File: src/link_pkg.sv
`default_nettype none

package link_pkg;

  // ##########################################################
  // Phases and lane types
  // ##########################################################

  typedef enum logic [1:0] {
    INIT          = 2'd0,
    DELAY_ADJUST  = 2'd1,
    WORD_ALIGN    = 2'd2,
    DATA_TRANSFER = 2'd3
  } link_phase_e;

  localparam int BYTE_W = 8;
  typedef logic [BYTE_W-1:0] byte_t;

  localparam int CNT_W = 10;
  typedef logic [CNT_W-1:0] phase_cnt_t;

  // ##########################################################
  // Fixed training patterns
  // ##########################################################

  localparam byte_t ALIGN_BYTE  = 8'h93;  // Word-align marker
  localparam byte_t TOGGLE_BYTE = 8'hAA;  // Delay-adjust toggle

  // Open windows on the counter's next value
  localparam phase_cnt_t TOGGLE_LO   = 10'd32;
  localparam phase_cnt_t TOGGLE_HI   = 10'd224;
  localparam phase_cnt_t PHY_INIT_LO = 10'd64;
  localparam phase_cnt_t PHY_INIT_HI = 10'd196;

  // Test data LFSR, Galois form shifting right
  localparam byte_t PRBS_SEED = 8'h01;  // Must be nonzero
  localparam byte_t PRBS_TAPS = 8'hB8;

endpackage

`default_nettype wire

File: src/link_ctrl_if.sv
`timescale 1ns/10ps
`default_nettype none

interface link_ctrl_if;
  import link_pkg::*;

  link_phase_e phase_next;  // Phase after this cycle's decision
  phase_cnt_t  cnt_next;
  logic        pull;        // Sink pulls this cycle
  logic        clear;       // Synchronous restart
  logic        advance;     // Data byte taken
  logic        send;        // Byte taken, any phase but INIT

  modport ctrl (
    output phase_next,
    output cnt_next,
    output pull,
    output clear,
    output advance,
    output send
  );

  // Training patterns need the phase and window position
  modport pattern (
    input phase_next,
    input cnt_next,
    input clear
  );

  modport prbs (
    input advance,
    input clear
  );

  modport lane (
    input pull,
    input advance,
    input send,
    input clear
  );

endinterface

`default_nettype wire

File: src/link_train_ctrl.sv
`timescale 1ns/10ps
`default_nettype none

module link_train_ctrl #(
  parameter int INIT_LEN  = 64,
  parameter int DELAY_LEN = 256,
  parameter int DATA_LEN  = 1024
) (
  input  logic             CLK,
  input  logic             RSTX,
  input  logic             DOPULL,
  input  logic             CLR,
  link_ctrl_if.ctrl        ctl
);
  import link_pkg::*;

  // Counter loads, one less than the phase length
  localparam phase_cnt_t INIT_LOAD  = phase_cnt_t'(INIT_LEN - 1);
  localparam phase_cnt_t DELAY_LOAD = phase_cnt_t'(DELAY_LEN - 1);
  localparam phase_cnt_t DATA_LOAD  = phase_cnt_t'(DATA_LEN - 1);

  link_phase_e phase;
  link_phase_e phase_next;
  phase_cnt_t  cnt;
  phase_cnt_t  cnt_next;
  logic        cnt_zero;

  assign cnt_zero = (cnt == '0);

  // ##########################################################
  // Phase sequencing
  // ##########################################################

  always_comb begin
    phase_next = phase;
    if (DOPULL && cnt_zero) begin
      case (phase)
        INIT:          phase_next = DELAY_ADJUST;
        DELAY_ADJUST:  phase_next = WORD_ALIGN;
        WORD_ALIGN:    phase_next = DATA_TRANSFER;
        DATA_TRANSFER: phase_next = DELAY_ADJUST;  // Loop forever
        default:       phase_next = INIT;
      endcase
    end
  end

  always_ff @(posedge CLK or negedge RSTX) begin
    if (!RSTX) begin
      phase <= INIT;
    end else if (CLR) begin
      phase <= INIT;
    end else begin
      phase <= phase_next;
    end
  end

  // ##########################################################
  // Phase counter, moves on pulled cycles only
  // ##########################################################

  always_comb begin
    if (!DOPULL) begin
      cnt_next = cnt;  // Hold under back-pressure
    end else if (phase_next != phase) begin
      case (phase_next)
        DELAY_ADJUST:  cnt_next = DELAY_LOAD;
        WORD_ALIGN:    cnt_next = '0;  // Single byte
        DATA_TRANSFER: cnt_next = DATA_LOAD;
        default:       cnt_next = '0;
      endcase
    end else begin
      cnt_next = cnt - 1'b1;
    end
  end

  always_ff @(posedge CLK or negedge RSTX) begin
    if (!RSTX) begin
      cnt <= INIT_LOAD;
    end else if (CLR) begin
      cnt <= INIT_LOAD;
    end else begin
      cnt <= cnt_next;
    end
  end

  // Decisions shared with the datapath
  assign ctl.phase_next = phase_next;
  assign ctl.cnt_next   = cnt_next;
  assign ctl.pull       = DOPULL;
  assign ctl.clear      = CLR;
  assign ctl.advance    = DOPULL && (phase_next == DATA_TRANSFER);
  assign ctl.send       = DOPULL && (phase_next != INIT);

endmodule

`default_nettype wire

File: src/train_pattern_gen.sv
`timescale 1ns/10ps
`default_nettype none

module train_pattern_gen (
  input  logic             CLK,
  input  logic             RSTX,
  link_ctrl_if.pattern     ctl,
  output link_pkg::byte_t  pattern_byte,
  output logic             PHY_INIT
);
  import link_pkg::*;

  logic in_delay;
  logic toggle_win;
  logic phy_init_win;

  assign in_delay = (ctl.phase_next == DELAY_ADJUST);

  // Both windows exclude their bounds
  assign toggle_win   = (ctl.cnt_next > TOGGLE_LO) && (ctl.cnt_next < TOGGLE_HI);
  assign phy_init_win = (ctl.cnt_next > PHY_INIT_LO) && (ctl.cnt_next < PHY_INIT_HI);

  // ##########################################################
  // Training byte for the current phase
  // ##########################################################

  always_comb begin
    case (ctl.phase_next)
      DELAY_ADJUST: begin
        if (toggle_win) begin
          pattern_byte = TOGGLE_BYTE;
        end else begin
          pattern_byte = '0;  // Quiet edges of the window
        end
      end
      WORD_ALIGN: pattern_byte = ALIGN_BYTE;
      default:    pattern_byte = '0;
    endcase
  end

  // Strobe for far-end deskew, stays put while the sink pauses
  always_ff @(posedge CLK or negedge RSTX) begin
    if (!RSTX) begin
      PHY_INIT <= 1'b0;
    end else if (ctl.clear) begin
      PHY_INIT <= 1'b0;
    end else begin
      PHY_INIT <= in_delay && phy_init_win;
    end
  end

endmodule

`default_nettype wire

File: src/prbs_byte_gen.sv
`timescale 1ns/10ps
`default_nettype none

module prbs_byte_gen (
  input  logic             CLK,
  input  logic             RSTX,
  link_ctrl_if.prbs        ctl,
  output link_pkg::byte_t  prbs_next
);
  import link_pkg::*;

  byte_t state;
  byte_t step1;

  // One Galois step, feedback taken from the bit shifted out
  function automatic byte_t lfsr_step(input byte_t s);
    byte_t r;
    r = s >> 1;
    if (s[0]) begin
      r = r ^ PRBS_TAPS;
    end
    return r;
  endfunction

  // Two steps per data byte
  assign step1     = lfsr_step(state);
  assign prbs_next = lfsr_step(step1);

  // Runs on across loops, only reset or clear reseeds
  always_ff @(posedge CLK or negedge RSTX) begin
    if (!RSTX) begin
      state <= PRBS_SEED;
    end else if (ctl.clear) begin
      state <= PRBS_SEED;
    end else if (ctl.advance) begin
      state <= prbs_next;
    end
  end

endmodule

`default_nettype wire

File: src/tx_lane_out.sv
`timescale 1ns/10ps
`default_nettype none

module tx_lane_out (
  input  logic             CLK,
  input  logic             RSTX,
  link_ctrl_if.lane        ctl,
  input  link_pkg::byte_t  pattern_byte,
  input  link_pkg::byte_t  prbs_next,
  output link_pkg::byte_t  DOUT,
  output logic             DOPUSH
);

  // ##########################################################
  // Output register stage
  // ##########################################################

  // Loads on pulled cycles only, so DOUT keeps the last byte in pauses
  always_ff @(posedge CLK or negedge RSTX) begin
    if (!RSTX) begin
      DOUT <= '0;
    end else if (ctl.clear) begin
      DOUT <= '0;
    end else if (ctl.pull) begin
      if (ctl.advance) begin
        DOUT <= prbs_next;     // Test data
      end else begin
        DOUT <= pattern_byte;  // Training or idle
      end
    end
  end

  // Valid one cycle after the pull
  always_ff @(posedge CLK or negedge RSTX) begin
    if (!RSTX) begin
      DOPUSH <= 1'b0;
    end else if (ctl.clear) begin
      DOPUSH <= 1'b0;
    end else begin
      DOPUSH <= ctl.send;
    end
  end

endmodule

`default_nettype wire

File: src/link_tx_top.sv
`timescale 1ns/10ps
`default_nettype none

module link_tx_top #(
  parameter int INIT_LEN  = 64,
  parameter int DELAY_LEN = 256,   // At least 225 for the toggle window
  parameter int DATA_LEN  = 1024
) (
  input  logic             CLK,
  input  logic             RSTX,
  input  logic             DOPULL,
  input  logic             CLR,
  output logic             DOPUSH,
  output logic             PHY_INIT,
  output link_pkg::byte_t  DOUT
);

  link_pkg::byte_t pattern_byte;
  link_pkg::byte_t prbs_next;

  link_ctrl_if u_ctl_if ();

  link_train_ctrl #(
    .INIT_LEN  (INIT_LEN),
    .DELAY_LEN (DELAY_LEN),
    .DATA_LEN  (DATA_LEN)
  ) u_link_train_ctrl (
    .CLK    (CLK),
    .RSTX   (RSTX),
    .DOPULL (DOPULL),
    .CLR    (CLR),
    .ctl    (u_ctl_if.ctrl)
  );

  train_pattern_gen u_train_pattern_gen (
    .CLK          (CLK),
    .RSTX         (RSTX),
    .ctl          (u_ctl_if.pattern),
    .pattern_byte (pattern_byte),
    .PHY_INIT     (PHY_INIT)
  );

  prbs_byte_gen u_prbs_byte_gen (
    .CLK       (CLK),
    .RSTX      (RSTX),
    .ctl       (u_ctl_if.prbs),
    .prbs_next (prbs_next)
  );

  tx_lane_out u_tx_lane_out (
    .CLK          (CLK),
    .RSTX         (RSTX),
    .ctl          (u_ctl_if.lane),
    .pattern_byte (pattern_byte),
    .prbs_next    (prbs_next),
    .DOUT         (DOUT),
    .DOPUSH       (DOPUSH)
  );

endmodule

`default_nettype wire

File: config.mk
export PLATFORM = sky130hd
export DESIGN_NAME = link_tx_top
export DESIGN_NICKNAME = d
export VERILOG_FILES = /design/src/link_pkg.sv /design/src/link_ctrl_if.sv /design/src/link_train_ctrl.sv /design/src/train_pattern_gen.sv /design/src/prbs_byte_gen.sv /design/src/tx_lane_out.sv /design/src/link_tx_top.sv
export SDC_FILE = /design/constraint.sdc
export NUM_CORES = 1
export LEC_CHECK = 0
export BUFFER_PORTS_ARGS = -buffer_cell sky130_fd_sc_hd__buf_4
export CAP_MARGIN = 20
export CORE_ASPECT_RATIO = 1.5
export CORE_MARGIN = 5
export CORE_UTILIZATION = 45
export CTS_CLUSTER_DIAMETER = 40
export DETAILED_ROUTE_END_ITERATION = 8
export SETUP_SLACK_MARGIN = 0.2
export SLEW_MARGIN = 20
export SYNTH_ARGS = -nofsm -noshare
export SYNTH_HDL_FRONTEND = slang
export SYNTH_HIERARCHICAL = 1
export SYNTH_SLANG_ARGS = --single-unit
File: constraint.sdc
create_clock -name CLK -period 4.3 [get_ports CLK]
set_clock_uncertainty 0.2 [all_clocks]
set_input_delay 0.645 -clock CLK [delete_from_list [all_inputs] [get_ports CLK]]
set_output_delay 0.645 -clock CLK [all_outputs]
set_load 0.01 [all_outputs]
* After elaboration in Yosys (flattened, before gate mapping)
Cells that the tools add are included. W data, S select, Z words.
Word-level totals: register bits 30, bits of input ports 4, output and inout port bits 10
Cells by class: $add $sub $neg 1, magnitude comparators 4, eq/ne operators 7, multiplexer cells 18, bitwise logic cells 2, reductions and logical operators 12
Operators by type and width (count):
- $mux W8 | 8
- $mux W10 | 3
- $lt A10 B8 Y1 const B | 2
- $pmux W10 S2 | 1
- $pmux W8 S2 | 1
- $gt A10 B6 Y1 const B | 1
- $gt A10 B7 Y1 const B | 1
- $logic_not A10 Y1 | 1
- $sub A10 B1 Y10 const B | 1
- $eq A2 B2 Y1 const B | 4
- $not A3 Y4 | 2
- $logic_and A1 B1 Y1 | 6
- $pmux W2 S3 | 1
- $reduce_bool A2 Y1 | 3
- $eq A2 B1 Y1 const B | 2
- $mux W2 | 2
- $logic_not A2 Y1 | 1
- $mux W1 | 2
- $ne A2 B2 Y1 | 1
- $reduce_or A2 Y1 | 1

* Logic depth before layout (Yosys ltp)
Gate-level depths: netlist of the first run.
word-level depth 15, depth in mapped cells 14, gate-level depth less buffers 12

* Hierarchy
Netlist of the first run, hierarchy kept.
By module, submodules not included:
- link_train_ctrl | instances 1, cells an instance 117, area each 973.4 um^2, sequential area each 307.8 um^2
- tx_lane_out | instances 1, cells an instance 38, area each 440.4 um^2, sequential area each 225.2 um^2
- prbs_byte_gen | instances 1, cells an instance 34, area each 425.4 um^2, sequential area each 201.4 um^2
- train_pattern_gen | instances 1, cells an instance 28, area each 206.4 um^2, sequential area each 25.0 um^2

* Least setup slack after synthesis of the first run
OpenSTA, ideal clock, no wires.
path type input-to-reg, from input DOPULL, to register u_tx_lane_out.DOUT[5], setup time 0.094 ns, data arrival time 3.100 ns, slack 0.906 ns, stages on the path 13, path buffers 4, cells stage by stage buf_4 -> or4b_1 -> buf_2 -> a2111oi_4 -> buf_4 -> o21ai_0 -> a22oi_1 -> nor4_1 -> a211o_1 -> nor2_1 -> buf_4 -> mux2i_1 -> a211oi_1
On the way: cells in the longest elaborated chain, start to end 13, elaborated cells between the ends (all ways) 19, those cells by class 2 x order compare; 4 x eq/ne; 9 x mux; 4 x reduce/logical
RTL lines:
- from (decl) | line link_tx_top.sv:11 | input logic DOPULL,
- $logic_and A1 B1 Y1 | line link_train_ctrl.sv:36 | if (DOPULL && cnt_zero) begin
- $mux W2 | line link_train_ctrl.sv:36
- $eq A2 B2 Y1 or $eq A2 B1 Y1 (tied branches) | line link_train_ctrl.sv:65 | case (phase_next)
- $pmux W10 S2 | line link_train_ctrl.sv:65
- $mux W10 | line link_train_ctrl.sv:64 | end else if (phase_next != phase) begin
- $mux W10 (*) | line link_train_ctrl.sv:62 | if (!DOPULL) begin
- via u_ctl_if.cnt_next[6] | line link_ctrl_if.sv:8 | phase_cnt_t cnt_next;
- $gt A10 B6 Y1 or $lt A10 B8 Y1 (tied branches) | line train_pattern_gen.sv:20 | assign toggle_win = (ctl.cnt_next > TOGGLE_LO) && (ctl.cnt_next < TOGGLE_HI);
- $logic_and A1 B1 Y1 (*) | line train_pattern_gen.sv:20
- $mux W8 (*) | line train_pattern_gen.sv:30 | if (toggle_win) begin
- $pmux W8 S2 (*) | line train_pattern_gen.sv:28 | case (ctl.phase_next)
- via pattern_byte[5] | line link_tx_top.sv:18 | link_pkg::byte_t pattern_byte;
- $mux W8 (*) | line tx_lane_out.sv:25 | if (ctl.advance) begin
- $mux W8 (*) | line tx_lane_out.sv:24 | end else if (ctl.pull) begin
- $mux W8 (*) | line tx_lane_out.sv:22 | end else if (ctl.clear) begin
- to (signal assigned) | line tx_lane_out.sv:26 | DOUT <= prbs_next;
- to (signal assigned) | line tx_lane_out.sv:28 | DOUT <= pattern_byte;
- to (decl) | line tx_lane_out.sv:10 | output link_pkg::byte_t DOUT,
Mark *: on every way through the listed nets, which the timed path passes. The rest lies on a longest branch. The select of a mux whose other input is x is not followed. A chain may end at the register's enable or synchronous reset.

* Worst setup path in the final report of the first run
from register u_link_train_ctrl.phase[1], to register u_tx_lane_out.DOUT[3]
On the way: cells in the longest elaborated chain, start to end 15, elaborated cells between the ends (all ways) 23, those cells by class 2 x order compare; 7 x eq/ne; 10 x mux; 4 x reduce/logical
RTL lines:
- from (decl) | line link_train_ctrl.sv:22 | link_phase_e phase;
- from (signal assigned) | line link_train_ctrl.sv:53 | phase <= phase_next;
- $eq A2 B2 Y1 or $logic_not A2 Y1 (tied branches) | line link_train_ctrl.sv:37 | case (phase)
- $reduce_or A2 Y1 (no source line)
- $pmux W2 S3 | line link_train_ctrl.sv:37
- $mux W2 | line link_train_ctrl.sv:36
- $eq A2 B2 Y1 or $eq A2 B1 Y1 (tied branches) | line link_train_ctrl.sv:65
- $pmux W10 S2 | line link_train_ctrl.sv:65
- $mux W10 (*) | line link_train_ctrl.sv:64
- $mux W10 (*) | line link_train_ctrl.sv:62
- via u_ctl_if.cnt_next[6] | line link_ctrl_if.sv:8
- $gt A10 B6 Y1 or $lt A10 B8 Y1 (tied branches) | line train_pattern_gen.sv:20
- $logic_and A1 B1 Y1 (*) | line train_pattern_gen.sv:20
- $mux W8 (*) | line train_pattern_gen.sv:30
- $pmux W8 S2 (*) | line train_pattern_gen.sv:28
- via pattern_byte[3] | line link_tx_top.sv:18
- $mux W8 (*) | line tx_lane_out.sv:25
- $mux W8 (*) | line tx_lane_out.sv:24
- $mux W8 (*) | line tx_lane_out.sv:22
Marked as above.

==> impl_metrics.json, run 1 <==
{
  "outcome": "completed",
  "fmax_mhz": 283,
  "grt_pass1_vias": 1542,
  "viasPerCell": 6.09,
  "cts_resized": 0,
  "synth_top_area_frac": 0.281,
  "cts_inserted_buffers": 5,
  "clkSinkCount": 30,
  "die_area_mm2": 0.00602,
  "synthToLayoutAreaGrowth_pct": 6.48,
  "drive_above_1_share": 0.205,
  "firstDrtPassIters": 4,
  "synth-seq-cells": 30,
  "setup_viol": 0,
  "cp.arrival_ns": 3.52,
  "max-vdd-ir-drop_v": 0.000168,
  "post-cts-setup-buffer-count": 0,
  "drc": 0,
  "synthArstFlopShare": 1.00,
  "clk_latency_ns": 0.29,
  "diodes": 0,
  "slowest_delay_ns": 0.45,
  "cts_tree": "built",
  "worstPathRequired_ns": 4.29,
  "portBuffers": 13,
  "antenna_found_initial": 0,
  "synthTopCellsByArea": "dfrtp_1 28%, dfstp_2 9.0%, mux2i_1 7.8%, buf_4 5.1%, nor2_1 4.8%",
  "netlist_area_mm2": 0.00205,
  "hp-class": "in2async",
  "drv_cap": 0,
  "p_leak_nw": 0.885,
  "syn-mean-instance-area_um2": 9.43,
  "slew_headroom": 0.580,
  "ys.warnings.count": 6,
  "final_util": 0.488,
  "path_cells": "inv_1 -> ha_1 -> xor2_1 -> a2111oi_4 -> buf_4 -> a22o_1 -> a22oi_1 -> nor4_1 -> a211o_1 -> nor2_1 -> mux2i_1 -> a211oi_1",
  "wl_um": 4450,
  "root_buffer": "clkbuf_8",
  "pin_count": 14,
  "gp_congestion": 0.777,
  "syn_inst": 217,
  "finalCriticalPeriod_ns": 3.53,
  "max-clock-path-buffers": 2,
  "powerDensity_mw_per_mm2": 285,
  "fp-row-count": 30,
  "hold_viol": 0,
  "dp_hpwl_um": 3100,
  "grt_pass1_wl_um": 7180,
  "grt-ovfl-total": 0,
  "wire_per_inst_um": 16.7,
  "synth_flop_cell": "dfrtp_1",
  "tightest_slew_ns": 0.624,
  "clk_pin_slew_worst_paths_ns": 0.07,
  "synth-edff-count": 0,
  "postRouteAntennaNets": 0,
  "nNetsFinal": 227,
  "initial_core_util": 0.458,
  "end_kind": "register",
  "slowest_stage": "dfrtp_1",
  "tns_ns": 0,
  "die_x_um": 65.1,
  "htree_levels": 2,
  "core_area_mm2": 0.00447,
  "crit_fanout": 12,
  "die_y_um": 92.6,
  "grt_max_degree": 34,
  "track_usage": 0.154,
  "path_class": "reg2reg",
  "fin_crit_sh": 0.820,
  "initialDrtViolationCount": 65,
  "rsz0062_at_grt": "false",
  "ys_types": 48,
  "dp_cells": 259,
  "start_kind": "register",
  "seq_area_frac_synth": 0.371,
  "post_layout_nonfiller_instances": 267,
  "cts_hold_buf": 0,
  "synth.largest_area_cell": "dfrtp_1",
  "num_vias": 1626,
  "slew_viol_final": 0
}
==> layer usage <==
metal	up-vias	track usage	part of all wire
li1	773	-	-
met1	800	0.169	0.41
met2	40	0.273	0.53
met3	13	0.0340	0.030
met4	0	0.0779	0.031
met5	-	0	0
==> registers in the layout (all words and copies together), names as in the netlist <==
| register | count |
|---|---|
| u_link_train_ctrl/cnt | 10 |
| u_prbs_byte_gen/state | 8 |
| u_tx_lane_out/DOUT | 8 |
| u_link_train_ctrl/phase | 2 |
| u_train_pattern_gen/PHY_INIT | 1 |
| u_tx_lane_out/DOPUSH | 1 |
==> through the flow <==
stage          hold slack, ns  area (um^2)  power (mW)  worst slack (ns)
3_3_place_gp            0.318         2070       0.342             0.756
6_report               0.0714         2180       0.621             0.772
5_1_grt                 0.107         2180       0.651             0.553
3_5_place_dp            0.329         2070       0.343             0.661
4_1_cts                0.0891         2180       0.631             0.796
2_1_floorplan           0.149         2050       0.327             0.906
==> cells in the final DEF (no fill, tap or decap), types with 5 or more instances in the layout <==
cell,instances
clkbuf_8,5
dfrtp_1,23
ha_1,5
inv_1,10
nand2_1,12
a211oi_1,11
mux2i_1,16
and3_1,6
a21oi_1,6
buf_4,17
dfstp_2,7
nor2_1,26
nor3_1,13
==> where the power goes <==
part | switching (mW) | internal, mW | total (mW)
registers | 0.00532 | 0.289 | 0.295
clock network | 0.113 | 0.170 | 0.284
logic | 0.0276 | 0.0153 | 0.0429
==> cell families after synthesis <==
logic type	count (synthesis)	synth area share
buf+inv	34	0.100
xor+xnor	7	0.0459
flops	30	0.371
other cells	1	0.00183
compound gates	42	0.168
simple gates	82	0.204
mux	16	0.0783
fa+ha+maj	5	0.0306
==> cells in the mapped netlist (2+ instances only) <==
| cell | n |
|---|---|
| ha_1 | 5 |
| a211oi_1 | 11 |
| or3_1 | 4 |
| nor2_1 | 26 |
| nand2_1 | 12 |
| dfstp_2 | 7 |
| nor2b_1 | 2 |
| a21oi_1 | 6 |
| nor3_1 | 13 |
| dfrtp_1 | 23 |
| nand2b_1 | 3 |
| o21ai_0 | 4 |
| inv_1 | 10 |
| mux2i_1 | 16 |
| nor4_1 | 3 |
| o31ai_1 | 2 |
| nand3b_1 | 2 |
| a211o_1 | 3 |
| nand3_1 | 3 |
| a31o_2 | 4 |
| xor2_1 | 4 |
| or4_1 | 2 |
| buf_6 | 3 |
| and3_1 | 6 |
| buf_2 | 2 |
| o21a_1 | 2 |
| clkbuf_1 | 4 |
| buf_4 | 14 |
| xor3_2 | 2 |
==> worst max-delay path, delay by kind of cell (launching register included) <==
| family | cells | cell delay (ns) |
|---|---|---|
| flip-flops | 1 | 0.45 |
| multiplexers | 1 | 0.09 |
| buffers and inverters | 2 | 0.28 |
| adder cells (fa/ha/maj) | 1 | 0.38 |
| AND/OR/NAND/NOR | 2 | 0.30 |
| AO/OA/AOI/OAI | 5 | 1.35 |
| XOR/XNOR | 1 | 0.36 |
==> cell type report <==
class                   instances  area (um^2)
clock buffers                   5         68.8
clock inverters                 3         40.0
fillers                       442         2290
inverters                      10         37.5
multi-input cells             154         1080
flip-flops and latches         30          759
well taps                      48         60.1
repair buffers                 17          128
==> final timing paths <==
check | from | to | slack [ns] | cells after the start
worst max-delay path | u_link_train_ctrl/phase[1] | u_tx_lane_out/DOUT[3] | 0.77 | 12
worst min-delay path | RSTX | u_link_train_ctrl/phase[0] | 0.07 | 1
worst max register to register | u_link_train_ctrl/phase[1] | u_tx_lane_out/DOUT[3] | 0.77 | 12
worst min register to register | u_prbs_byte_gen/state[6] | u_prbs_byte_gen/state[6] | 0.34 | 2
max in group asynchronous | RSTX | u_link_train_ctrl/cnt[1] | 3.49 | 1
min in group CLK | u_prbs_byte_gen/state[6] | u_prbs_byte_gen/state[6] | 0.34 | 2
Power figures use the tool's default switching activity.
==> inputs of run 2 (changes only) <==
- clock period: 4.3 -> 2.94 ns (I/O delays scaled with it)
==> run 2 against run 1 <==
Net effect:
- the run now ends with setup timing left
- core utilization increased by 14 points
- sequential cell count unchanged
- wire length increased by 23%
- setup slack got worse by 0.88 ns
- critical path type unchanged
- cell count rose by 21%
- first-iteration DRC count increased by 54%
- largest power group unchanged
- critical path depth decreased by 2
==> impl_metrics.json, run 2 (synthesized netlist as in run 1, its figures left out) <==
{
  "outcome": "finished, violations left",
  "violations": "setup timing",
  "use_met3": 0.0267,
  "path_cells": "or4b_4 -> a2111oi_4 -> buf_6 -> o21ai_2 -> a22oi_2 -> nor4_2 -> a211o_1 -> nor2_2 -> mux2i_1 -> a211oi_1",
  "regMostFlops": "u_link_train_ctrl/cnt",
  "biggestRegsByFlops": "u_link_train_ctrl/cnt (10), u_prbs_byte_gen/state (8), u_tx_lane_out/DOUT (8)",
  "root_buffer": "clkbuf_8",
  "setup_viol": 4,
  "fill_cells": 378,
  "fmax_mhz": 328,
  "end_kind": "register",
  "gp_congestion": 0.873,
  "die_y_um": 92.6,
  "core_area_mm2": 0.00447,
  "use_met2": 0.337,
  "rsz0062_at_grt": "true",
  "cpLargestDelayFamily": "compound AO/OA/AOI/OAI gates",
  "path_buf_inv": 1,
  "cts_inserted_buffers": 5,
  "clk_pin_slew_worst_paths_ns": 0.07,
  "p_leak_nw": 1.22,
  "clkSinkCount": 30,
  "firstDrtPassIters": 4,
  "powerDensity_mw_per_mm2": 306,
  "layout_common_cells": "62 x buf_4, 23 x nor2_1, 21 x dfrtp_1",
  "fin_crit_sh": 1.04,
  "slew_headroom": 0.670,
  "post_layout_nonfiller_instances": 322,
  "pin_count": 14,
  "grtUsageMet1": 0.195,
  "clk_latency_ns": 0.29,
  "path_class": "reg2reg",
  "tightest_slew_ns": 0.490,
  "dp_cells": 292,
  "final_util": 0.632,
  "synthToLayoutAreaGrowth_pct": 38.0,
  "grt-ovfl-total": 0,
  "cp.arrival_ns": 3.04,
  "drc": 0,
  "tns_ns": -0.343,
  "r2r_slack_ns": -0.11,
  "design_area_mm2": 0.00282,
  "hold_viol": 0,
  "fin_ws_ns": -0.106,
  "initial_core_util": 0.458,
  "slowest_stage": "or4b_4",
  "initialDrtViolationCount": 100,
  "die_x_um": 65.1,
  "wl_um": 5460,
  "place_ws_ns": -0.0956,
  "track_usage": 0.180,
  "dp_hpwl_um": 3510,
  "die_area_mm2": 0.00602,
  "crit_fanout": 6,
  "wire_per_inst_um": 17.0,
  "nNetsFinal": 282,
  "fp-row-count": 30,
  "postRouteAntennaNets": 0,
  "finalCriticalPeriod_ns": 3.05,
  "slowest_delay_ns": 0.59,
  "top_usage_layer": "met2",
  "totalPowerFinal_uw": 863,
  "num_vias": 1824,
  "worstPathRequired_ns": 2.93,
  "viasPerCell": 5.66,
  "start_kind": "register",
  "diodes": 0,
  "grt_pass1_wl_um": 8370,
  "largest_reg_flops": 10,
  "slew_viol_final": 0,
  "drv_cap": 0,
  "hold_ws_ns": 0.342,
  "drive_above_1_share": 0.478,
  "portBuffers": 13,
  "max-clock-path-buffers": 2,
  "grt_max_degree": 34,
  "max-vdd-ir-drop_v": 0.000282,
  "antenna_found_initial": 0,
  "postPlaceCellArea_mm2": 0.00242,
  "hp-class": "reg2reg",
  "cts_tree": "built",
  "htree_levels": 2,
  "grt_pass1_vias": 1774,
  "final_common_cell": "buf_4"
}
## run 2: cell types whose count changed in the layout (fill, tap and decap cells not counted), sizes merged
cell,delta
dlygate4sd3,+1
clkinvlp,+1
clkbuf,+2
buf,+53
bufinv,-1
clkinv,-1
## run 2: worst paths after layout
path                                     startpoint  cells after the start                       end
max reg2reg                u_link_train_ctrl/cnt[2]                     10     u_tx_lane_out/DOUT[5]
max                        u_link_train_ctrl/cnt[2]                     10     u_tx_lane_out/DOUT[5]
max in group asynchronous                      RSTX                      2  u_link_train_ctrl/cnt[5]
min in group asynchronous                      RSTX                      2  u_prbs_byte_gen/state[1]
min                        u_link_train_ctrl/cnt[9]                      1  u_link_train_ctrl/cnt[9]
min reg2reg                u_link_train_ctrl/cnt[9]                      1  u_link_train_ctrl/cnt[9]
## run 2: area by class of cell
type / count / area (um^2) / area share
Tap cell: 48 / 60.1 / 0.0213
Clock buffer: 6 / 82.6 / 0.0293
Timing Repair Buffer: 72 / 599 / 0.212
Multi-Input combinational cell: 154 / 1270 / 0.449
Clock inverter: 2 / 12.5 / 0.00443
Sequential cell: 30 / 762 / 0.270
Inverter: 10 / 37.5 / 0.0133
## run 2: power breakdown
part / switching (mW) / total (mW) / internal, mW / leakage [nW]
clock: 0.167 / 0.355 / 0.188 / 0.0472
sequential: 0.00433 / 0.427 / 0.423 / 0.386
combinational: 0.0497 / 0.0810 / 0.0313 / 0.782
total: 0.221 / 0.863 / 0.642 / 1.22
## run 2: repair_timing
action | CTS | global route
setup buffers | 12 | 7
gates resized for setup | 16 | 15
hold buffers | 1 | 0
hold endpoints to repair | 23 | 0
pin swaps | 6 | 12
cloned | 1 | 1
endpoints found under the setup margin | 8 | 16
## run 2: routing by layer
metal | vias up | share of wire
met5 | - | 0
met4 | 0 | 0.030
met3 | 15 | 0.028
met2 | 37 | 0.57
met1 | 900 | 0.37
li1 | 872 | -
==> inputs of run 3 (changes only) <==
- PLACE_DENSITY: unset -> 0.67
- clock period: 2.94 -> 2.6 ns (I/O delays scaled with it)
==> run 3 against run 2 <==
Net effect:
- the run still ends with setup timing left
- global-route usage is 0.86 points higher
- via count grew 0.71%
- die area is the same
- sequential power rose by 13%
- non-clock buffer count up 8
- setup slack got worse by 0.25 ns
- clock power rose by 12%
- worst hold slack got worse by 0.055 ns
- critical path type unchanged
- largest cell class unchanged
==> impl_metrics.json, run 3 (synthesized netlist as in run 1, its figures left out) <==
{
  "power.share.clock": 0.411,
  "hp-class": "in2reg",
  "crit_fanout": 12,
  "synthToLayoutAreaGrowth_pct": 44.5,
  "seq_power_share": 0.497,
  "grt_pass1_wl_um": 8740,
  "num_vias": 1837,
  "violations": "setup timing",
  "design_area_mm2": 0.00296,
  "track_usage": 0.189,
  "final_util": 0.662,
  "firstDrtPassIters": 6,
  "diodes": 0,
  "pwr-share-comb": 0.092,
  "totalPowerFinal_uw": 970,
  "power.switching_uw": 244,
  "slew_viol_final": 0,
  "grt-ovfl-total": 0,
  "initialDrtViolationCount": 60,
  "regArea_um2": 762,
  "path_class": "reg2reg",
  "post_layout_nonfiller_instances": 330,
  "p_int_uw": 726,
  "core_area_mm2": 0.00447,
  "die_x_um": 65.1,
  "worstPathRequired_ns": 2.59,
  "pin_count": 14,
  "biggestRegsByFlops": "u_link_train_ctrl/cnt (10), u_prbs_byte_gen/state (8), u_tx_lane_out/DOUT (8)",
  "fmax_mhz": 338,
  "grt_pass1_vias": 1862,
  "clkSinkCount": 30,
  "p_leak_nw": 1.25,
  "fp-row-count": 30,
  "nNetsFinal": 290,
  "viasPerCell": 5.57,
  "cts_inserted_buffers": 5,
  "multi_input_area_mm2": 0.00132,
  "cp.arrival_ns": 2.95,
  "power_switching_share": 0.252,
  "htree_levels": 2,
  "drc": 0,
  "die_area_mm2": 0.00602,
  "portBuffers": 13,
  "drv_cap": 0,
  "hold_viol": 0,
  "regMostFlops": "u_link_train_ctrl/cnt",
  "max-clock-path-buffers": 2,
  "layout_common_cells": "71 x buf_4, 23 x nor2_1, 21 x dfrtp_1",
  "die_y_um": 92.6,
  "fin_crit_sh": 1.14,
  "fill_cells": 358,
  "clk_pin_slew_worst_paths_ns": 0.07,
  "wl_um": 5370,
  "dp_hpwl_um": 3520,
  "fin_ws_ns": -0.355,
  "setup_viol": 17,
  "largest_reg_flops": 10,
  "grt_max_degree": 34,
  "end_kind": "register",
  "max-vdd-ir-drop_v": 0.000295,
  "start_kind": "register",
  "final_common_cell": "buf_4",
  "finalCriticalPeriod_ns": 2.95,
  "root_buffer": "clkbuf_8",
  "antenna_found_initial": 0,
  "rsz0062_at_grt": "true",
  "powerDensity_mw_per_mm2": 328,
  "postRouteAntennaNets": 0,
  "dp_cells": 312,
  "wire_per_inst_um": 16.3,
  "gp_congestion": 0.917,
  "cts_tree": "built",
  "initial_core_util": 0.458,
  "clk_latency_ns": 0.29,
  "drive_above_1_share": 0.514,
  "outcome": "finished, violations left",
  "postPlaceCellArea_mm2": 0.00258,
  "place_ws_ns": -0.446
}
==> run 3: changes by cell type in the layout (fill, tap and decap cells not counted), sizes merged <==
| cell | delta |
|---|---|
| clkbuf | -1 |
| buf | +9 |
==> run 3: path summary, 6_finish.rpt <==
| kind | endpoint | cells after the start | start | slack, ns |
|---|---|---|---|---|
| min reg2reg | u_prbs_byte_gen/state[7] | 2 | u_prbs_byte_gen/state[7] | 0.35 |
| max in group asynchronous | u_link_train_ctrl/cnt[2] | 2 | RSTX | 1.52 |
| max | u_tx_lane_out/DOUT[7] | 10 | u_link_train_ctrl/cnt[8] | -0.35 |
| min | u_prbs_byte_gen/state[6] | 2 | CLR | 0.29 |
| max reg2reg | u_tx_lane_out/DOUT[7] | 10 | u_link_train_ctrl/cnt[8] | -0.35 |
| min in group asynchronous | u_link_train_ctrl/cnt[6] | 2 | RSTX | 0.37 |
==> run 3: repair_timing <==
item,4_1_cts,5_1_grt
setup buffers,4,3
hold endpoints to repair,23,0
hold buffers,1,0
pin swaps,13,8
gates cloned,2,0
resized for setup,21,17
setup endpoints to repair,18,18
==> run 3: power groups by stage <==
| stage | Sequential (mW) | Combinational, mW | Clock [mW] |
|---|---|---|---|
| 2_1_floorplan | 0.496 | 0.0448 | 0 |
| 3_3_place_gp | 0.491 | 0.0847 | 0 |
| 3_5_place_dp | 0.491 | 0.0859 | 0 |
| 4_1_cts | 0.483 | 0.0883 | 0.406 |
| 5_1_grt | 0.484 | 0.0998 | 0.425 |
| 6_report | 0.482 | 0.0888 | 0.399 |
==> run 3: worst max-delay path, cell delays in order (launching register included) <==
cell and delay (ns):
dfrtp_1 0.38, or4_4 0.55, a2111oi_4 0.31, buf_6 0.21, a22o_1 0.17, a22oi_2 0.10
and3_1 0.18, a211o_1 0.31, o22ai_2 0.12, mux2i_1 0.11, a211oi_1 0.24
==> run 3: through the flow <==
stage	setup TNS, ns	hold WS, ns
final	-4.50	0.286
after global routing	-5.80	0.310
after CTS	-3.86	0.279
after detailed placement	-4.24	0.142
after global placement	-3.05	0.143
after floorplan	-1.39	-0.106
==> run 3: layout make-up <==
class | count | area share
flip-flops and latches | 30 | 0.258
well taps | 48 | 0.0203
clock buffers | 6 | 0.0279
multi-input cells | 154 | 0.446
clock inverters | 2 | 0.00423
repair buffers | 80 | 0.231
inverters | 10 | 0.0127
==> run 3: layer usage <==
| layer | share of wire | global-route usage | routed length, um |
|---|---|---|---|
| met4 | 0.037 | 0.106 | 197 |
| met1 | 0.38 | 0.206 | 2050 |
| met5 | 0 | 0 | 0 |
| met2 | 0.55 | 0.335 | 2970 |
| met3 | 0.029 | 0.0376 | 154 |
